--- config.mk ---
export PLATFORM = sky130hd
export DESIGN_NAME = bus_arbiter
export DESIGN_NICKNAME = d
export VERILOG_FILES = /design/src/sys_pkg.sv /design/src/bus_arbiter.sv
export SDC_FILE = /design/constraint.sdc
export NUM_CORES = 1
export LEC_CHECK = 0
export BUFFER_PORTS_ARGS = -buffer_cell sky130_fd_sc_hd__clkbuf_2
export CORE_AREA = 2 2 109 111
export CTS_CLUSTER_SIZE = 20
export DETAILED_ROUTE_END_ITERATION = 16
export DIE_AREA = 0 0 111 113
export PLACE_DENSITY_LB_ADDON = 0.05
export SLEW_MARGIN = 20
export SYNTH_ARGS = -nofsm -noshare
export SYNTH_HDL_FRONTEND = slang
export SYNTH_SLANG_ARGS = --single-unit
--- constraint.sdc ---
create_clock -name clk_i -period 1.9 [get_ports clk_i]
set_clock_uncertainty 0.2 [all_clocks]
set_input_delay 0.475 -clock clk_i [delete_from_list [all_inputs] [get_ports clk_i]]
set_output_delay 0.475 -clock clk_i [all_outputs]
set_load 0.01 [all_outputs]
--- src/sys_pkg.sv ---
`default_nettype none

package sys_pkg;

    // memory geometry
    localparam int RAM_WORDS = 1024;
    localparam int RAM_IDX_W = $clog2(RAM_WORDS);

    // command queue of each master
    localparam int FIFO_DEPTH = 4;
    localparam int FIFO_PTR_W = $clog2(FIFO_DEPTH);
    localparam int FIFO_CNT_W = $clog2(FIFO_DEPTH + 1);

    // data word, also used for byte addresses
    typedef logic [31:0] word_t;

    // one enable per byte lane
    typedef logic [3:0] mask_t;

    // copy length in words, 0 to RAM_WORDS
    typedef logic [10:0] len_t;

    // single host access
    typedef struct packed {
        logic  we;
        word_t addr;
        word_t wdata;
        mask_t mask;
    } host_cmd_t;

    // block copy descriptor
    typedef struct packed {
        word_t src;
        word_t dst;
        len_t  len;
    } copy_desc_t;

endpackage

`default_nettype wire

--- src/bus_arbiter.sv ---
`timescale 1ns/1ps
`default_nettype none

module bus_arbiter (
    input  wire logic           clk_i,
    input  wire logic           rst_i,
    // host master
    input  wire logic           h_req_i,
    input  wire logic           h_we_i,
    input  wire sys_pkg::word_t h_addr_i,
    input  wire sys_pkg::word_t h_wdata_i,
    input  wire sys_pkg::mask_t h_mask_i,
    output logic                h_gnt_o,
    output logic                h_rvalid_o,
    // copy master
    input  wire logic           c_req_i,
    input  wire logic           c_we_i,
    input  wire sys_pkg::word_t c_addr_i,
    input  wire sys_pkg::word_t c_wdata_i,
    input  wire sys_pkg::mask_t c_mask_i,
    output logic                c_gnt_o,
    output logic                c_rvalid_o,
    output sys_pkg::word_t      rdata_o,
    // RAM side
    output logic                ram_cs_o,
    output sys_pkg::word_t      ram_addr_o,
    output sys_pkg::word_t      ram_wdata_o,
    output sys_pkg::mask_t      ram_mask_o,
    input  wire sys_pkg::word_t ram_rdata_i
);

    // set when the copy master was served last
    logic last_c_r;
    // read in the RAM pipeline and its owner
    logic rd_pend_r;
    logic rd_own_c_r;

    // lone requester wins, otherwise the one not served last
    assign h_gnt_o = h_req_i && (!c_req_i || last_c_r);
    assign c_gnt_o = c_req_i && (!h_req_i || !last_c_r);

    assign ram_cs_o    = h_gnt_o || c_gnt_o;
    assign ram_addr_o  = c_gnt_o ? c_addr_i : h_addr_i;
    assign ram_wdata_o = c_gnt_o ? c_wdata_i : h_wdata_i;
    // reads go out with an empty mask
    assign ram_mask_o  = c_gnt_o ? (c_we_i ? c_mask_i : '0) : (h_we_i ? h_mask_i : '0);

    always_ff @(posedge clk_i) begin
        if (rst_i) begin
            last_c_r   <= 1'b0;
            rd_pend_r  <= 1'b0;
            rd_own_c_r <= 1'b0;
        end else begin
            if (ram_cs_o) begin
                last_c_r <= c_gnt_o;
            end
            rd_pend_r  <= (h_gnt_o && !h_we_i) || (c_gnt_o && !c_we_i);
            rd_own_c_r <= c_gnt_o;
        end
    end

    assign h_rvalid_o = rd_pend_r && !rd_own_c_r;
    assign c_rvalid_o = rd_pend_r && rd_own_c_r;
    assign rdata_o    = ram_rdata_i;

    a_one_grant: assert property (@(posedge clk_i) disable iff (rst_i)
        !(h_gnt_o && c_gnt_o));

    // masters hold a waiting request steady
    a_h_hold: assert property (@(posedge clk_i) disable iff (rst_i)
        h_req_i && !h_gnt_o |=> h_req_i && $stable(h_we_i) && $stable(h_addr_i)
            && $stable(h_wdata_i));

    a_c_hold: assert property (@(posedge clk_i) disable iff (rst_i)
        c_req_i && !c_gnt_o |=> c_req_i && $stable(c_we_i) && $stable(c_addr_i)
            && $stable(c_wdata_i));

endmodule

`default_nettype wire

==> metrics.txt <==
Final Hold Fails=0; Worst-Margin Slew=234 ps; Cells after Synth=131; ant diodes=0; mapped cell area=0.00156 mm²; clock period minus worst slack=2210 ps; clk_lat worst skew=around 230 ps; # Post-CTS Setup Buffers=0; I/O Pins=~280; CTS max path bufs=2; largest net degree at the start of global routing=17; Filler cells=1,267; area taken by multi-input logic gates=0.00112 mm²; initial core utilization=13.8%; post-DP HPWL=5620 µm; CTS tree=done; Worst Path Max Fanout=15; via count=1,677; crit path launch type=input port; clock network fraction of total power=30.7%; hold crit path type=input port to flip-flop; max_cap viols=0; # rows=39; Root Driver=clkbuf_16; die height=113 µm; initial antenna violation count=0; Worst R2R Setup Slack=590 ps; Critical Path RT=1220 ps; CTS sink count=3; Syn Area/Cell=11.9 µm²; grt total ovfl=0; Routed WL=6110 µm; fin crit share=116%; fin. max-slew vios=0; synth-to-layout area growth=73.6%; DR vias/cell=3.62; RSZ-0062 raised after global routing=yes; register area=60.1 µm²; remaining antenna violation count after routing=0; die area=0.0125 mm²; Total GRT Usage=8.81%; top cells by area, synth=mux2_4, buf_4, buf_12; DRT iter0 DRCs=20; largest area contributor in the synthesized netlist=mux2_4; NumNets Final=495; Sw Share=29.9%; share of cells above drive strength 1=92.2%; critical path class=input port to primary output; critical path endpoint category=primary output; H-tree depth=1; Pre-Repair DR Iteration Count=4; VDD IR max=0.204 mV; combinational fraction of design power=roughly 63%; power per cell area=410 mW/mm²; fraction of power consumed by sequential logic=around 6.4%; Power Total=1.11 mW; clock transition at the registers of the reported paths=30 ps; relative slew slack=84.4%; status=complete, but fails checks; wire per inst=between 10 and 15 µm; DRC=0; GP Congestion=0.752; Seq cells post-synth=3; Min Hold Slack=274 ps; post-synth cell types=16; first-pass GRT wire length=8980 µm; vias in the first global route=1,722; Critical Path AT=1540 ps; failing checks=negative setup slack; register area share after synthesis=3.86%; Syn Nets=just over 300; die width=~110 µm; Synth top area share=between 60% and 70%; Core Footprint=0.0113 mm²; total CTS buffers=3; leak pwr=around 1.6 nW; Net Sw Power=0.331 mW; final worst setup slack=-312 ps; Port Buf Inserts=214; Int Pwr=0.776 mW; fmax=around 0.45 GHz; # setup viols final=69; synth warn=0
power by group through the flow:
stage / Clock (mW) / Sequential [mW] / Combinational [mW]
6_report: 0.340 / 0.0706 / 0.697
4_1_cts: 0.343 / 0.0707 / 0.697
5_1_grt: 0.351 / 0.0712 / 0.751
3_3_place_gp: 0 / 0.0718 / 0.695
3_5_place_dp: 0 / 0.0716 / 0.689
2_1_floorplan: 0 / 0.0703 / 0.465
synth_stat cells (all sizes together):
cell    number
a21boi       1
nor2         2
mux2i        4
dfxtp        3
nand2b       2
mux2        64
and2         2
a21oi        1
or2          1
buf         40
a32o         1
nand2        8
nor2b        2
worst max-delay path, stage by stage:
cell and delay [ps]:
buf_8 100, a21boi_4 170, buf_12 160, buf_12 170, mux2_4 310, clkbuf_2 130
stage by stage:
stage	utilization (%)	setup TNS [ps]	std cells	setup slack, ps	instance area [µm²]
finish	24.0	-18870	463	-312	2700
global route	24.0	-21920	463	-360	2700
CTS	23.6	-21400	463	-350	2660
detailed placement	22.7	-21370	459	-353	2560
global placement	22.7	-21780	459	-354	2560
floorplan	-	-3200	131	-50.2	1560
layout by cell type, fill, tap and decap left out, types with 3 or more instances in the layout:
cell type / n
mux2_4: 64
buf_4: 6
clkbuf_2: 208
clkbuf_16: 3
nand2_1: 8
buf_12: 3
dfxtp_1: 3
buf_6: 5
per-layer routing:
metal | up-vias | share of wire (%) | GRT usage, %
li1 | 805 | - | -
met1 | 753 | 32 | 8.50
met2 | 89 | 56 | 17.8
met3 | 30 | 9.9 | 2.84
met4 | 0 | 2.2 | 2.58
met5 | - | 0 | 0
cells by family after synthesis:
group           synth area share, %
compound gates                 1.69
buf+inv                        25.2
flops                          3.86
mux                            64.1
simple gates                   5.23
flip-flops by register name, indices dropped and copies added, names as in the netlist:
| register | cells |
|---|---|
| rd_pend_r | 1 |
| last_c_r | 1 |
| rd_own_c_r | 1 |
final cells by class:
| class | count | area share [%] |
|---|---|---|
| Timing Repair Buffer | 225 | 46.6 |
| Tap cell | 143 | 6.62 |
| Sequential cell | 3 | 2.22 |
| Clock buffer | 4 | 2.92 |
| Multi-Input combinational cell | 88 | 41.6 |
worst paths after layout:
kind                         start                     to  cells past startpoint
min                          rst_i  last_c_r$_SDFFE_PP0P_                      2
max reg2reg  last_c_r$_SDFFE_PP0P_   rd_pend_r$_SDFF_PP0_                      4
min reg2reg  last_c_r$_SDFFE_PP0P_  last_c_r$_SDFFE_PP0P_                      2
max                        h_req_i         ram_addr_o[21]                      6
timing repair:
action | CTS | global route
setup endpoints to repair | 69 | 69
gates resized for setup | 3 | 12
hold buffers | 0 | 0
pin swaps | 0 | 0
(Power assumes the default switching activity.)
