$ cat src/sys_pkg.sv
`default_nettype none

package sys_pkg;

    // memory geometry
    localparam int RAM_WORDS = 1024;
    localparam int RAM_IDX_W = $clog2(RAM_WORDS);

    // command queue of each master
    localparam int FIFO_DEPTH = 4;
    localparam int FIFO_PTR_W = $clog2(FIFO_DEPTH);
    localparam int FIFO_CNT_W = $clog2(FIFO_DEPTH + 1);

    // data word, also used for byte addresses
    typedef logic [31:0] word_t;

    // one enable per byte lane
    typedef logic [3:0] mask_t;

    // copy length in words, 0 to RAM_WORDS
    typedef logic [10:0] len_t;

    // single host access
    typedef struct packed {
        logic  we;
        word_t addr;
        word_t wdata;
        mask_t mask;
    } host_cmd_t;

    // block copy descriptor
    typedef struct packed {
        word_t src;
        word_t dst;
        len_t  len;
    } copy_desc_t;

endpackage

`default_nettype wire

$ cat src/cmd_fifo.sv
`timescale 1ns/1ps
`default_nettype none

module cmd_fifo #(
    parameter type item_t = logic
) (
    input  wire logic  clk_i,
    input  wire logic  rst_i,
    input  wire logic  push_i,
    input  wire item_t push_data_i,
    input  wire logic  pop_i,
    output item_t      head_o,
    output logic       empty_o,
    output logic       full_o
);
    import sys_pkg::*;

    item_t slot_r [FIFO_DEPTH];

    logic [FIFO_PTR_W-1:0] wr_ptr_r;
    logic [FIFO_PTR_W-1:0] rd_ptr_r;
    logic [FIFO_CNT_W-1:0] count_r;

    assign head_o  = slot_r[rd_ptr_r];
    assign empty_o = (count_r == '0);
    assign full_o  = (count_r == FIFO_CNT_W'(FIFO_DEPTH));

    // storage, no reset needed
    always_ff @(posedge clk_i) begin
        if (push_i) begin
            slot_r[wr_ptr_r] <= push_data_i;
        end
    end

    always_ff @(posedge clk_i) begin
        if (rst_i) begin
            wr_ptr_r <= '0;
            rd_ptr_r <= '0;
            count_r  <= '0;
        end else begin
            if (push_i) begin
                wr_ptr_r <= (wr_ptr_r == FIFO_PTR_W'(FIFO_DEPTH - 1)) ? '0 : wr_ptr_r + 1'b1;
            end
            if (pop_i) begin
                rd_ptr_r <= (rd_ptr_r == FIFO_PTR_W'(FIFO_DEPTH - 1)) ? '0 : rd_ptr_r + 1'b1;
            end
            if (push_i && !pop_i) begin
                count_r <= count_r + 1'b1;
            end else if (pop_i && !push_i) begin
                count_r <= count_r - 1'b1;
            end
        end
    end

    // sender keeps at most FIFO_DEPTH commands outstanding
    a_no_overflow: assert property (@(posedge clk_i) disable iff (rst_i)
        push_i |-> !full_o);

    a_no_underflow: assert property (@(posedge clk_i) disable iff (rst_i)
        pop_i |-> !empty_o);

endmodule

`default_nettype wire

$ cat src/copy_engine.sv
`timescale 1ns/1ps
`default_nettype none

module copy_engine (
    input  wire logic           clk_i,
    input  wire logic           rst_i,
    // outside
    input  wire logic           copy_stb_i,
    input  wire sys_pkg::word_t copy_src_i,
    input  wire sys_pkg::word_t copy_dst_i,
    input  wire sys_pkg::len_t  copy_len_i,
    output logic                copy_done_o,
    // toward the arbiter
    output logic                bus_req_o,
    output logic                bus_we_o,
    output sys_pkg::word_t      bus_addr_o,
    output sys_pkg::word_t      bus_wdata_o,
    output sys_pkg::mask_t      bus_mask_o,
    input  wire logic           bus_gnt_i,
    input  wire logic           bus_rvalid_i,
    input  wire sys_pkg::word_t bus_rdata_i
);
    import sys_pkg::*;

    typedef enum logic [1:0] {
        ST_IDLE,
        ST_READ,
        ST_WAIT,
        ST_WRITE
    } state_t;

    copy_desc_t push_desc;
    copy_desc_t head_desc;
    logic       fifo_empty;
    logic       fifo_pop;
    state_t     state_r;

    // working copy of the head descriptor
    word_t src_r;
    word_t dst_r;
    len_t  left_r;
    word_t data_r;

    assign push_desc.src = copy_src_i;
    assign push_desc.dst = copy_dst_i;
    assign push_desc.len = copy_len_i;

    cmd_fifo #(
        .item_t(copy_desc_t)
    ) i_desc_fifo (
        .clk_i      (clk_i),
        .rst_i      (rst_i),
        .push_i     (copy_stb_i),
        .push_data_i(push_desc),
        .pop_i      (fifo_pop),
        .head_o     (head_desc),
        .empty_o    (fifo_empty),
        .full_o     ()
    );

    // descriptor retires once no words are left
    assign fifo_pop = (state_r == ST_READ) && (left_r == '0);

    assign bus_req_o   = ((state_r == ST_READ) && (left_r != '0)) || (state_r == ST_WRITE);
    assign bus_we_o    = (state_r == ST_WRITE);
    assign bus_addr_o  = (state_r == ST_WRITE) ? dst_r : src_r;
    assign bus_wdata_o = data_r;
    assign bus_mask_o  = '1;

    always_ff @(posedge clk_i) begin
        if (rst_i) begin
            state_r     <= ST_IDLE;
            copy_done_o <= 1'b0;
        end else begin
            copy_done_o <= fifo_pop;
            case (state_r)
                ST_IDLE: begin
                    if (!fifo_empty) begin
                        state_r <= ST_READ;
                    end
                end
                ST_READ: begin
                    if (fifo_pop) begin
                        state_r <= ST_IDLE;
                    end else if (bus_gnt_i) begin
                        state_r <= ST_WAIT;
                    end
                end
                ST_WAIT: begin
                    if (bus_rvalid_i) begin
                        state_r <= ST_WRITE;
                    end
                end
                ST_WRITE: begin
                    if (bus_gnt_i) begin
                        state_r <= ST_READ;
                    end
                end
                default: state_r <= ST_IDLE;
            endcase
        end
    end

    // pointers, count and data word
    always_ff @(posedge clk_i) begin
        case (state_r)
            ST_IDLE: begin
                src_r  <= head_desc.src;
                dst_r  <= head_desc.dst;
                left_r <= head_desc.len;
            end
            ST_WAIT: begin
                if (bus_rvalid_i) begin
                    data_r <= bus_rdata_i;
                end
            end
            ST_WRITE: begin
                if (bus_gnt_i) begin
                    src_r  <= src_r + 32'd4;
                    dst_r  <= dst_r + 32'd4;
                    left_r <= left_r - 1'b1;
                end
            end
            default: begin
            end
        endcase
    end

    // read data lands exactly in the wait state
    a_rvalid_in_wait: assert property (@(posedge clk_i) disable iff (rst_i)
        bus_rvalid_i == (state_r == ST_WAIT));

endmodule

`default_nettype wire

$ cat config.mk
export PLATFORM = sky130hd
export DESIGN_NAME = copy_engine
export DESIGN_NICKNAME = d
export VERILOG_FILES = /design/src/sys_pkg.sv /design/src/cmd_fifo.sv /design/src/copy_engine.sv
export SDC_FILE = /design/constraint.sdc
export NUM_CORES = 1
export LEC_CHECK = 0
export BUFFER_PORTS_ARGS = -buffer_cell sky130_fd_sc_hd__buf_2
export CORE_AREA = 2 2 152 265
export DETAILED_ROUTE_END_ITERATION = 16
export DIE_AREA = 0 0 154 267
export PLACE_DENSITY = 0.61
export SYNTH_ARGS = -nofsm -noshare
export SYNTH_HDL_FRONTEND = slang
export SYNTH_HIERARCHICAL = 1
export SYNTH_SLANG_ARGS = --single-unit
$ cat constraint.sdc
create_clock -name clk_i -period 3.5 [get_ports clk_i]
set_input_delay 0.525 -clock clk_i [delete_from_list [all_inputs] [get_ports clk_i]]
set_output_delay 0.525 -clock clk_i [all_outputs]
set_load 0.02 [all_outputs]
==> results.cfg <==
[critical_path]
startpoint_type = flop
worstPathMaxFanout = 6
cp.arrival_ns = 2.63
end_kind = output pin
critPathKind = reg2out
reg2reg_depth = 12
slowest_stage = or4_4
cp_slowest_stage_delay_ns = 0.55
path_cells = inv_1 -> ha_1 -> or3b_2 -> or4_4 -> a21o_1 -> buf_2
worstPathRequired_ns = 2.97

[sta]
hold_slack_ns = 0.1608
post-route-period-util = 0.9022
hold_violations = 0
tightestPinTransition_ns = 1.063
fin_crit_ns = 3.158
relSlewSlack = 0.2910
skew_ns = 0.01789
max_freq_ghz = 0.3167
setup_viol = 0
fin_setup_tns_ns = 0
finalWorstSetupSlack_ns = 0.3424
drv_slew = 0
rsz0062_at_grt = no

[routing]
ant_nets = 0
drc = 0
drt-total-wl_um = 35750
wl_per_cell_um = 21.23
first_iter_violations = 538
vias = 9306
via_per_inst = 5.526
dr.pass1.iters = 5

[pwr]
powerDensity_nw_per_um2 = 617.3
combPwrFrac = 0.136
clock_power_share = 0.331
ir_drop_v = 0.0003945
swShare = 0.2657
power_leakage_nw = 6.762
p_switching_w = 0.003287
p_int_w = 0.009086
seq_power_share = 0.532

[floorplanning]
fp.dieH_um = 267
core_um2 = 39040
fp-row-count = 96
die_w_um = 154
dieArea_um2 = 41120
io_pins = 183
initial_core_util = 0.4443

[placement]
dp_slack_ns = 0.4399
port_buffers = 178
place_area_um2 = 18830
hpwl_um = 23450
routabilityCongestion = 0.7738

[cells_and_area]
final_util = 0.5134
diodes = 0
fin_nets = 1293
postLayoutCellArea_um2 = 20040
final_layout_size_suffix_gt1_frac = 0.3149
syn_to_final_growth_pct = 15.55

[cts]
holdBufCountCts = 0
path_clk_slew_ns = 0.07
ctsResizeCount = 0
htreeDepth = 2
post_cts_buffers = 0
cts-buffers-inserted = 39
clkLatencyLatePin_ns = 0.53
cts-root-buf = clkbuf_16
cts_tree = yes
clk_path_buf_depth = 3
cts_sinks = 419

[global_route]
gr-total-overflow = 0
grt_pass1_vias = 9575
grt_pass1_wl_um = 55230
antenna_found_initial = 2
grt_max_degree = 72
gr-usage-all-layers = 0.1757

[yosys]
avgSynthCellArea_um2 = 17.68
ys_warn_count = 6
synthesis.area_um2 = 17350
synthCells = 981

[job]
maxCapViolCount = 0

[outcome]
outcome = finished, final reports clean

[hold_path]
min_path_cells = 1
hold_class = in2reg
## path summary, 6_finish.rpt
| check | startpoint | to | slack (ns) |
|---|---|---|---|
| worst max-delay path | left_r[0]$_DFFE_PP_ | bus_req_o | 0.34 |
| worst min-delay path | bus_rdata_i[18] | bus_wdata_o[18]$_DFFE_PP_ | 0.16 |
| worst max register to register | left_r[0]$_DFFE_PP_ | i_desc_fifo/count_r[2]$_SDFFE_PP0P_ | 0.41 |
| worst min register to register | i_desc_fifo/count_r[2]$_SDFFE_PP0P_ | i_desc_fifo/count_r[2]$_SDFFE_PP0P_ | 0.49 |
## metrics by stage
stage	total power, W	instances
floorplan	0.007671	984
global placement	0.008357	1615
detailed placement	0.008397	1615
CTS	0.01252	1684
global route	0.01289	1684
finish	0.01237	1684
## worst max-delay path: cells and delay by family, from the launching register on
family	cells	cell delay, ns
AOI/OAI and AO/OA	1	0.19
and+or+nand+nor	2	1.09
buffers and inverters	2	0.25
DFF	1	0.40
adders and majority gates	1	0.17
## layer usage
layer,share of wire,track usage
met5,0.00064,0
met4,0.029,0.06214
met3,0.042,0.02647
met2,0.52,0.3144
met1,0.40,0.2166
## placed cells by master (no fill, tap or decap), types with 4 or more instances in the layout
cell and n:
edfxtp_1 407, buf_2 178, mux4_2 75, nor2_1 64, clkbuf_16 39, a21oi_1 33, mux2_2 31, a31oi_1 26
nand3_1 24, mux2i_1 24, nand4_1 22, inv_1 21, nand2_1 18, o21ai_0 18, xor2_1 17, xnor2_1 13
and3_1 13, ha_1 13, and4_1 11, or3_1 10, clkinv_2 10, dfxtp_1 10, nor3_1 8, o31ai_1 8
or4_1 8, buf_12 8, buf_4 8, nor2b_1 6, clkinv_1 6, nand2b_1 5, clkbuf_1 5, a31o_2 4
conb_1 4, and2_4 4
## area by class of cell
class                   count  area (um^2)
clock buffers              46         1022
clock inverters            23        195.2
fillers                  3144        18990
inverters                  21        78.83
multi-input cells         491         4553
flip-flops and latches    419        12470
well taps                 490        613.1
repair buffers            194         1111
## registers in the layout, summed over array words and instances (netlist names), named ones only
| name | cells |
|---|---|
| dst_r | 32 |
| src_r | 32 |
| copy_done_o | 1 |
| left_r | 11 |
| i_desc_fifo/wr_ptr_r | 2 |
| i_desc_fifo/rd_ptr_r | 2 |
| state_r | 2 |
| bus_wdata_o | 32 |
| i_desc_fifo/count_r | 3 |
| i_desc_fifo/slot_r | 300 |
## power by group through the flow
| stage | sequential (W) | clock, W | combinational (W) |
|---|---|---|---|
| after floorplan | 0.00654 | 0 | 0.00113 |
| after global placement | 0.00667 | 0 | 0.00169 |
| after detailed placement | 0.00669 | 0 | 0.00171 |
| after CTS | 0.00658 | 0.00422 | 0.00172 |
| after global routing | 0.00665 | 0.00439 | 0.00185 |
| final | 0.00658 | 0.00410 | 0.00169 |
Note: power is estimated with default switching activity, not from simulation.
