[config.mk]
export PLATFORM = sky130hd
export DESIGN_NAME = host_port
export DESIGN_NICKNAME = d
export VERILOG_FILES = /design/src/sys_pkg.sv /design/src/cmd_fifo.sv /design/src/host_port.sv
export SDC_FILE = /design/constraint.sdc
export NUM_CORES = 1
export LEC_CHECK = 0
export ABC_AREA = 1
export BUFFER_PORTS_ARGS = -buffer_cell sky130_fd_sc_hd__buf_2
export CAP_MARGIN = 25
export CORE_MARGIN = 4
export CORE_UTILIZATION = 60
export DETAILED_ROUTE_END_ITERATION = 12
export GPL_TIMING_DRIVEN = 0
export PLACE_DENSITY = 0.92
export REMOVE_ABC_BUFFERS = 1
export SLEW_MARGIN = 20
export SYNTH_ARGS = -nofsm -noshare
export SYNTH_HDL_FRONTEND = slang
export SYNTH_SLANG_ARGS = --single-unit
[constraint.sdc]
create_clock -name clk_i -period 4.6 [get_ports clk_i]
set_input_delay 0 -clock clk_i [delete_from_list [all_inputs] [get_ports clk_i]]
set_output_delay 0 -clock clk_i [all_outputs]
set_load 0.005 [all_outputs]
[src/sys_pkg.sv]
`default_nettype none

package sys_pkg;

    // memory geometry
    localparam int RAM_WORDS = 1024;
    localparam int RAM_IDX_W = $clog2(RAM_WORDS);

    // command queue of each master
    localparam int FIFO_DEPTH = 4;
    localparam int FIFO_PTR_W = $clog2(FIFO_DEPTH);
    localparam int FIFO_CNT_W = $clog2(FIFO_DEPTH + 1);

    // data word, also used for byte addresses
    typedef logic [31:0] word_t;

    // one enable per byte lane
    typedef logic [3:0] mask_t;

    // copy length in words, 0 to RAM_WORDS
    typedef logic [10:0] len_t;

    // single host access
    typedef struct packed {
        logic  we;
        word_t addr;
        word_t wdata;
        mask_t mask;
    } host_cmd_t;

    // block copy descriptor
    typedef struct packed {
        word_t src;
        word_t dst;
        len_t  len;
    } copy_desc_t;

endpackage

`default_nettype wire

[src/cmd_fifo.sv]
`timescale 1ns/1ps
`default_nettype none

module cmd_fifo #(
    parameter type item_t = logic
) (
    input  wire logic  clk_i,
    input  wire logic  rst_i,
    input  wire logic  push_i,
    input  wire item_t push_data_i,
    input  wire logic  pop_i,
    output item_t      head_o,
    output logic       empty_o,
    output logic       full_o
);
    import sys_pkg::*;

    item_t slot_r [FIFO_DEPTH];

    logic [FIFO_PTR_W-1:0] wr_ptr_r;
    logic [FIFO_PTR_W-1:0] rd_ptr_r;
    logic [FIFO_CNT_W-1:0] count_r;

    assign head_o  = slot_r[rd_ptr_r];
    assign empty_o = (count_r == '0);
    assign full_o  = (count_r == FIFO_CNT_W'(FIFO_DEPTH));

    // storage, no reset needed
    always_ff @(posedge clk_i) begin
        if (push_i) begin
            slot_r[wr_ptr_r] <= push_data_i;
        end
    end

    always_ff @(posedge clk_i) begin
        if (rst_i) begin
            wr_ptr_r <= '0;
            rd_ptr_r <= '0;
            count_r  <= '0;
        end else begin
            if (push_i) begin
                wr_ptr_r <= (wr_ptr_r == FIFO_PTR_W'(FIFO_DEPTH - 1)) ? '0 : wr_ptr_r + 1'b1;
            end
            if (pop_i) begin
                rd_ptr_r <= (rd_ptr_r == FIFO_PTR_W'(FIFO_DEPTH - 1)) ? '0 : rd_ptr_r + 1'b1;
            end
            if (push_i && !pop_i) begin
                count_r <= count_r + 1'b1;
            end else if (pop_i && !push_i) begin
                count_r <= count_r - 1'b1;
            end
        end
    end

    // sender keeps at most FIFO_DEPTH commands outstanding
    a_no_overflow: assert property (@(posedge clk_i) disable iff (rst_i)
        push_i |-> !full_o);

    a_no_underflow: assert property (@(posedge clk_i) disable iff (rst_i)
        pop_i |-> !empty_o);

endmodule

`default_nettype wire

[src/host_port.sv]
`timescale 1ns/1ps
`default_nettype none

module host_port (
    input  wire logic           clk_i,
    input  wire logic           rst_i,
    // outside
    input  wire logic           host_stb_i,
    input  wire logic           host_we_i,
    input  wire sys_pkg::word_t host_addr_i,
    input  wire sys_pkg::word_t host_wdata_i,
    input  wire sys_pkg::mask_t host_mask_i,
    output sys_pkg::word_t      host_rdata_o,
    output logic                host_rvalid_o,
    // toward the arbiter
    output logic                bus_req_o,
    output logic                bus_we_o,
    output sys_pkg::word_t      bus_addr_o,
    output sys_pkg::word_t      bus_wdata_o,
    output sys_pkg::mask_t      bus_mask_o,
    input  wire logic           bus_gnt_i,
    input  wire logic           bus_rvalid_i,
    input  wire sys_pkg::word_t bus_rdata_i
);
    import sys_pkg::*;

    host_cmd_t push_cmd;
    host_cmd_t head_cmd;
    logic      fifo_empty;
    // read granted, data not back yet
    logic      rd_wait_r;

    assign push_cmd.we    = host_we_i;
    assign push_cmd.addr  = host_addr_i;
    assign push_cmd.wdata = host_wdata_i;
    assign push_cmd.mask  = host_mask_i;

    cmd_fifo #(
        .item_t(host_cmd_t)
    ) i_cmd_fifo (
        .clk_i      (clk_i),
        .rst_i      (rst_i),
        .push_i     (host_stb_i),
        .push_data_i(push_cmd),
        .pop_i      (bus_gnt_i),
        .head_o     (head_cmd),
        .empty_o    (fifo_empty),
        .full_o     ()
    );

    // head command goes out, popped on grant
    assign bus_req_o   = !fifo_empty && !rd_wait_r;
    assign bus_we_o    = head_cmd.we;
    assign bus_addr_o  = head_cmd.addr;
    assign bus_wdata_o = head_cmd.wdata;
    assign bus_mask_o  = head_cmd.mask;

    always_ff @(posedge clk_i) begin
        if (rst_i) begin
            rd_wait_r     <= 1'b0;
            host_rvalid_o <= 1'b0;
        end else begin
            if (bus_gnt_i && !head_cmd.we) begin
                rd_wait_r <= 1'b1;
            end else if (bus_rvalid_i) begin
                rd_wait_r <= 1'b0;
            end
            host_rvalid_o <= bus_rvalid_i;
        end
    end

    always_ff @(posedge clk_i) begin
        if (bus_rvalid_i) begin
            host_rdata_o <= bus_rdata_i;
        end
    end

    // read data only comes back for a read we issued
    a_rvalid_owned: assert property (@(posedge clk_i) disable iff (rst_i)
        bus_rvalid_i |-> rd_wait_r);

endmodule

`default_nettype wire

==> results of run 1 <==
-- kinds of logic after synthesis --
family | synth area share
flip-flops | 0.808
AO/OA/AOI/OAI | 0.0972
AND/OR/NAND/NOR | 0.0541
buffers and inverters | 0.0314
adder cells (fa/ha/maj) | 0.00811
XOR/XNOR | 0.00149
-- routing by layer --
| layer | global-route usage | vias up | wire length (um) |
|---|---|---|---|
| li1 | - | 3492 | - |
| met1 | 0.332 | 3851 | 10800 |
| met2 | 0.486 | 534 | 15800 |
| met3 | 0.0607 | 78 | 2810 |
| met4 | 0.0951 | 0 | 941 |
| met5 | 0 | - | 0 |
-- layout by cell type, fill, tap and decap left out --
cell,netlist,layout
o22ai_1,68,68
clkinvlp_4,0,1
nand3_1,3,3
clkinv_1,0,3
buf_16,0,5
clkinv_2,0,3
xor2_1,1,1
edfxtp_1,308,308
clkbuf_1,16,7
nand2_1,18,18
nor3_1,3,3
a21oi_2,1,1
o21ai_1,53,53
a21oi_1,5,5
inv_1,14,10
inv_6,0,1
xnor2_1,1,1
dlygate4sd3_1,0,105
nor2_1,143,143
diode_2,0,1
clkbuf_8,0,4
buf_12,0,1
dfxtp_1,11,9
clkbuf_16,0,31
buf_2,10,208
inv_4,1,5
ha_1,6,6
fa_1,1,1
dfxtp_4,0,2
bufinv_16,0,3
o21ai_0,83,83
-- path summary, 6_finish.rpt --
path	depth (start not counted)	to	startpoint	slack, ps
setup / recovery	7	bus_we_o	register	1750
hold / removal	1	host_rdata_o[18]	bus_rvalid_i	90
setup reg to reg	7	rd_wait_r	register	2240
hold reg to reg	2	i_cmd_fifo.count_r[1]	i_cmd_fifo.count_r[1]	540
-- final cells by class --
| type | count | area share |
|---|---|---|
| Antenna cell | 1 | 0.000167 |
| Clock buffer | 42 | 0.0571 |
| Clock inverter | 10 | 0.00826 |
| Inverter | 16 | 0.00517 |
| Multi-Input combinational cell | 386 | 0.126 |
| Sequential cell | 319 | 0.632 |
| Tap cell | 260 | 0.0217 |
| Timing Repair Buffer | 319 | 0.150 |
-- repair_timing --
action                                  4_1_cts  5_1_grt
gates resized for setup                       0        0
hold buffers                                105        0
hold endpoints to repair                    319        0
endpoints found under the setup margin        0        0
-- synth_stat cells (5+ instances only) --
cell      number  area share
nor2_1       143       0.046
dfxtp_1       11       0.019
edfxtp_1     308        0.79
o21ai_1       53       0.023
o22ai_1       68       0.036
ha_1           6      0.0064
inv_1         14      0.0045
o21ai_0       83       0.035
nand2_1       18      0.0058
clkbuf_1      16      0.0051
a21oi_1        5      0.0021
buf_2         10      0.0043
buf_6         14       0.013
-- power by group through the flow --
| stage | Clock (uW) | Sequential [uW] | Combinational [uW] |
|---|---|---|---|
| floorplan | 0 | 3460 | 235 |
| global placement | 0 | 3480 | 494 |
| detailed placement | 0 | 3460 | 550 |
| CTS | 2450 | 3410 | 629 |
| global route | 2650 | 3420 | 704 |
| finish | 2490 | 3410 | 651 |
-- sequential cells by signal, indices dropped and copies added, names as in the netlist, named ones only --
name                 cells
i_cmd_fifo.slot_r      276
host_rdata_o            32
i_cmd_fifo.count_r       3
i_cmd_fifo.rd_ptr_r      2
i_cmd_fifo.wr_ptr_r      2
host_rvalid_o            1
rd_wait_r                1
-- per-stage QoR --
step	util	setup TNS (ps)	cell area, um^2	total power (uW)	setup slack (ps)
floorplan	-	0	11400	3700	724
global placement	0.674	-97510	12800	3980	-1480
global route	0.791	0	15000	6770	1550
finish	0.791	0	15000	6550	1750
CTS	0.791	0	15000	6480	1770
detailed placement	0.684	0	13000	4010	2370
-- critical path, stage by stage (launching register included) --
cell	delay (ps)
dfxtp_4	550
buf_16	320
inv_6	760
nand2_1	150
nand3_1	130
nand2_1	120
inv_1	120
buf_2	130
==> results.sh, run 1 <==
export IMPL_status="complete, no violations"
export IMPL_dieArea_um2=21800
export IMPL_yosysWarnings=0
export IMPL_core_um2=19000
export IMPL_fillers=935
export IMPL_p_sw_uw=1480
export IMPL_area_growth_pct=27.9
export IMPL_port_buffers=208
export IMPL_numCtsBuffers=30
export IMPL_rows=50
export IMPL_wirelength_um=30300
export IMPL_grt_pass1_vias=8410
export IMPL_synth_cell_types=23
export IMPL_synthFlopType="edfxtp_1"
export IMPL_multi_input_area_um2=1890
export IMPL_routed_via_count=7955
export IMPL_initial_core_util=0.618
export IMPL_wl_per_cell_um=22.4
export IMPL_comb_power_share=0.099
export IMPL_gp_congestion=0.757
export IMPL_tightest_slew_ps=1020
export IMPL_cts_tree="built"
export IMPL_ioPinCount=209
export IMPL_required_ps=4600
export IMPL_die_y_um=148
export IMPL_drt_iter0_drc=704
export IMPL_seq_power_share=0.521
export IMPL_post_cts_buffers=0
export IMPL_slew_viol_final=0
export IMPL_clockPowerShare=0.380
export IMPL_cap_violations=0
export IMPL_crit_fanout=138
export IMPL_rsz0062_at_grt="no"
export IMPL_final_layout_size_suffix_gt1_frac=0.243
export IMPL_yosysSeqAreaShare=0.808
export IMPL_regArea_um2=9480
export IMPL_grt_max_degree=139
export IMPL_swShare=0.226
export IMPL_firstDrtPassIters=5
export IMPL_numClockSinks=319
export IMPL_grt_first_pass_wirelength_um=46400
export IMPL_min_path_type="primary input to register"
export IMPL_ys_ff_latch=319
export IMPL_leakage_uw=0.00548
export IMPL_setup_worst_path_end_class="output port"
export IMPL_netlist_instances=767
export IMPL_nNetsFinal=1185
export IMPL_syn_avg_cell_area_um2=15.3
export IMPL_postRouteAntennaNets=0
export IMPL_internal_power_uw=5070
export IMPL_max_freq_mhz=350
export IMPL_worst_skew_pair_late_latency_ps=530
export IMPL_place_inst=1195
export IMPL_synth_area_um2=11700
export IMPL_viasPerCell=5.88
export IMPL_start_kind="register"
export IMPL_path_class="register to output port"
export IMPL_hold_worst_slack_ps=88.3
export IMPL_arrival_ps=2850
export IMPL_setup_violations=0
export IMPL_grt_overflow=0
export IMPL_cts_htree_levels=1
export IMPL_finalCritPeriodShare=0.621
export IMPL_die_width_um=148
export IMPL_ctsRootBufferMaster="clkbuf_16"
export IMPL_finalCriticalPeriod_ps=2850
export IMPL_relSlewSlack=0.319
export IMPL_path_clk_slew_ps=70
export IMPL_synth_edff_count=308
export IMPL_async_flop_share=0
export IMPL_fin_skew_ps=12.5
export IMPL_antenna_found_initial=1
export IMPL_cts_buffer_depth=3
export IMPL_p_per_area_nw_per_um2=437
export IMPL_dpl_hpwl_um=14600
export IMPL_groute_usage_overall=0.273
export IMPL_hold_violations=0
export IMPL_peakVddDrop_v=0.000445
export IMPL_drc_errors=0
export IMPL_fin_cells=1353
Note: power is estimated with default switching activity, not from simulation.
==> run 2: changes to the inputs <==
CORE_UTILIZATION = 50   (was 60)
PLACE_DENSITY = 0.82   (was 0.92)
clock period = 2.35 ns   (was 4.6 ns; I/O delays follow)
==> results.sh, run 2 (same netlist as run 1, synthesis figures left out) <==
export IMPL_largest_reg_flops=276
export IMPL_max_stage_delay_ps=560
export IMPL_peakVddDrop_v=0.000626
export IMPL_place_area_um2=13000
export IMPL_reg2reg_depth=8
export IMPL_arrival_ps=2570
export IMPL_cts_buffer_depth=3
export IMPL_drt_iter0_drc=502
export IMPL_hold_violations=0
export IMPL_setup_worst_path_end_class="register"
export IMPL_setup_tns_ps=0
export IMPL_fillers=1550
export IMPL_setup_violations=0
export IMPL_design_area_um2=15200
export IMPL_antenna_found_initial=0
export IMPL_initial_core_util=0.513
export IMPL_viasPerCell=5.39
export IMPL_wl_per_cell_um=20.2
export IMPL_layout_common_cells="edfxtp_1, buf_2, nor2_1"
export IMPL_groute_usage_overall=0.213
export IMPL_grt_max_degree=139
export IMPL_grt_pass1_vias=8197
export IMPL_leakage_uw=0.00555
export IMPL_drc_errors=0
export IMPL_die_y_um=161
export IMPL_nNetsFinal=1192
export IMPL_rsz0062_at_grt="no"
export IMPL_dpl_hpwl_um=14500
export IMPL_finalCriticalPeriod_ps=2090
export IMPL_reg_top3="i_cmd_fifo.slot_r: 276 flops, host_rdata_o: 32 flops, i_cmd_fifo.count_r: 3 flops"
export IMPL_crit_chain="buf_16, clkinv_16, nand2_1, nand3_1, nand2_1, nand2_1, a21oi_2, dlygate4sd3_1"
export IMPL_cts_tree="built"
export IMPL_hold_worst_slack_ps=77.3
export IMPL_rrSetupSlack_ps=260
export IMPL_slew_viol_final=0
export IMPL_final_layout_size_suffix_gt1_frac=0.254
export IMPL_cap_violations=0
export IMPL_tightest_slew_ps=759
export IMPL_max_freq_mhz=479
export IMPL_firstDrtPassIters=4
export IMPL_area_growth_pct=29.6
export IMPL_status="complete, no violations"
export IMPL_endpoint="rd_wait_r"
export IMPL_numCtsBuffers=30
export IMPL_finalPower_uw=12800
export IMPL_crit_top_cell="nand2_1"
export IMPL_numClockSinks=319
export IMPL_cp_slowest_cell="dlygate4sd3_1"
export IMPL_port_buffers=208
export IMPL_grt_overflow=0
export IMPL_path_class="register to register"
export IMPL_fin_skew_ps=8.91
export IMPL_gp_congestion=0.720
export IMPL_start_kind="register"
export IMPL_antennaDiodeCount=0
export IMPL_die_width_um=161
export IMPL_core_um2=22800
export IMPL_rows=55
export IMPL_met3_usage=0.0528
export IMPL_routed_via_count=7634
export IMPL_min_path_type="primary input to register"
export IMPL_required_ps=2840
export IMPL_worst_skew_pair_late_latency_ps=540
export IMPL_ioPinCount=209
export IMPL_postRouteAntennaNets=0
export IMPL_relSlewSlack=0.494
export IMPL_wirelength_um=28700
export IMPL_ctsRootBufferMaster="clkbuf_16"
export IMPL_finalCritPeriodShare=0.888
export IMPL_largest_register="i_cmd_fifo.slot_r"
export IMPL_cts_htree_levels=1
export IMPL_layout_cells_most_common="edfxtp_1"
export IMPL_r2r_end="rd_wait_r"
export IMPL_crit_fanout=138
export IMPL_p_per_area_nw_per_um2=842
export IMPL_use_met1=0.268
export IMPL_dieArea_um2=26000
export IMPL_grt_busiest_layer="met2"
export IMPL_grt_first_pass_wirelength_um=44100
export IMPL_path_clk_slew_ps=70
export IMPL_grt_util_met2=0.372
[run 2: area by class of cell]
class,instances,area (um^2),share of cell area
sequential,319,9480,0.623
timing repair buffer,326,2340,0.154
multi-input combinational,386,1890,0.124
clock buffer,40,870,0.0572
tap,313,392,0.0258
clock inverter,16,138,0.00905
inverter,16,101,0.00667
[run 2: worst min path at each step]
stage | cells after the start | slack (ps) | from | endpoint
floorplan | 1 | 60 | rst_i | rd_wait_r
global placement | 1 | 180 | bus_rdata_i[10] | host_rdata_o[10]
detailed placement | 1 | 180 | bus_rdata_i[16] | host_rdata_o[16]
CTS | 1 | 30 | bus_rvalid_i | host_rdata_o[29]
global route | 1 | 80 | bus_rvalid_i | host_rdata_o[1]
finish | 1 | 80 | bus_rvalid_i | host_rdata_o[28]
[run 2: report_power, final]
group          internal (uW)  total (uW)  switching [uW]  leakage, uW
Sequential              6540        6640            90.9      0.00294
Combinational            548        1310             758      0.00212
Clock                   2810        4850            2040     0.000494
[run 2: critical path, delay by kind of cell (launching register included)]
family | cells | cell delay, ps
DFF | 1 | 380
and+or+nand+nor | 4 | 460
AOI/OAI and AO/OA | 1 | 120
buffers and inverters | 3 | 1000
[run 2: metrics by stage]
stage,cells,util,setup WS (ps)
5_1_grt,1416,0.665,129
4_1_cts,1411,0.662,48.6
3_3_place_gp,1242,0.562,-3990
6_report,1416,0.665,263
2_1_floorplan,721,-,-1530
3_5_place_dp,1249,0.571,203
[run 2: metal layers]
layer,routed length (um),part of all wire
met1,11400,0.40
met2,14400,0.50
met3,2210,0.077
met4,615,0.021
met5,0,0
[run 2: repair_timing]
action,CTS,global route
cloned,0,1
hold endpoints to repair,319,0
hold buffers,105,0
gates resized for setup,2,4
endpoints found under the setup margin,69,29
buffers inserted,1,4
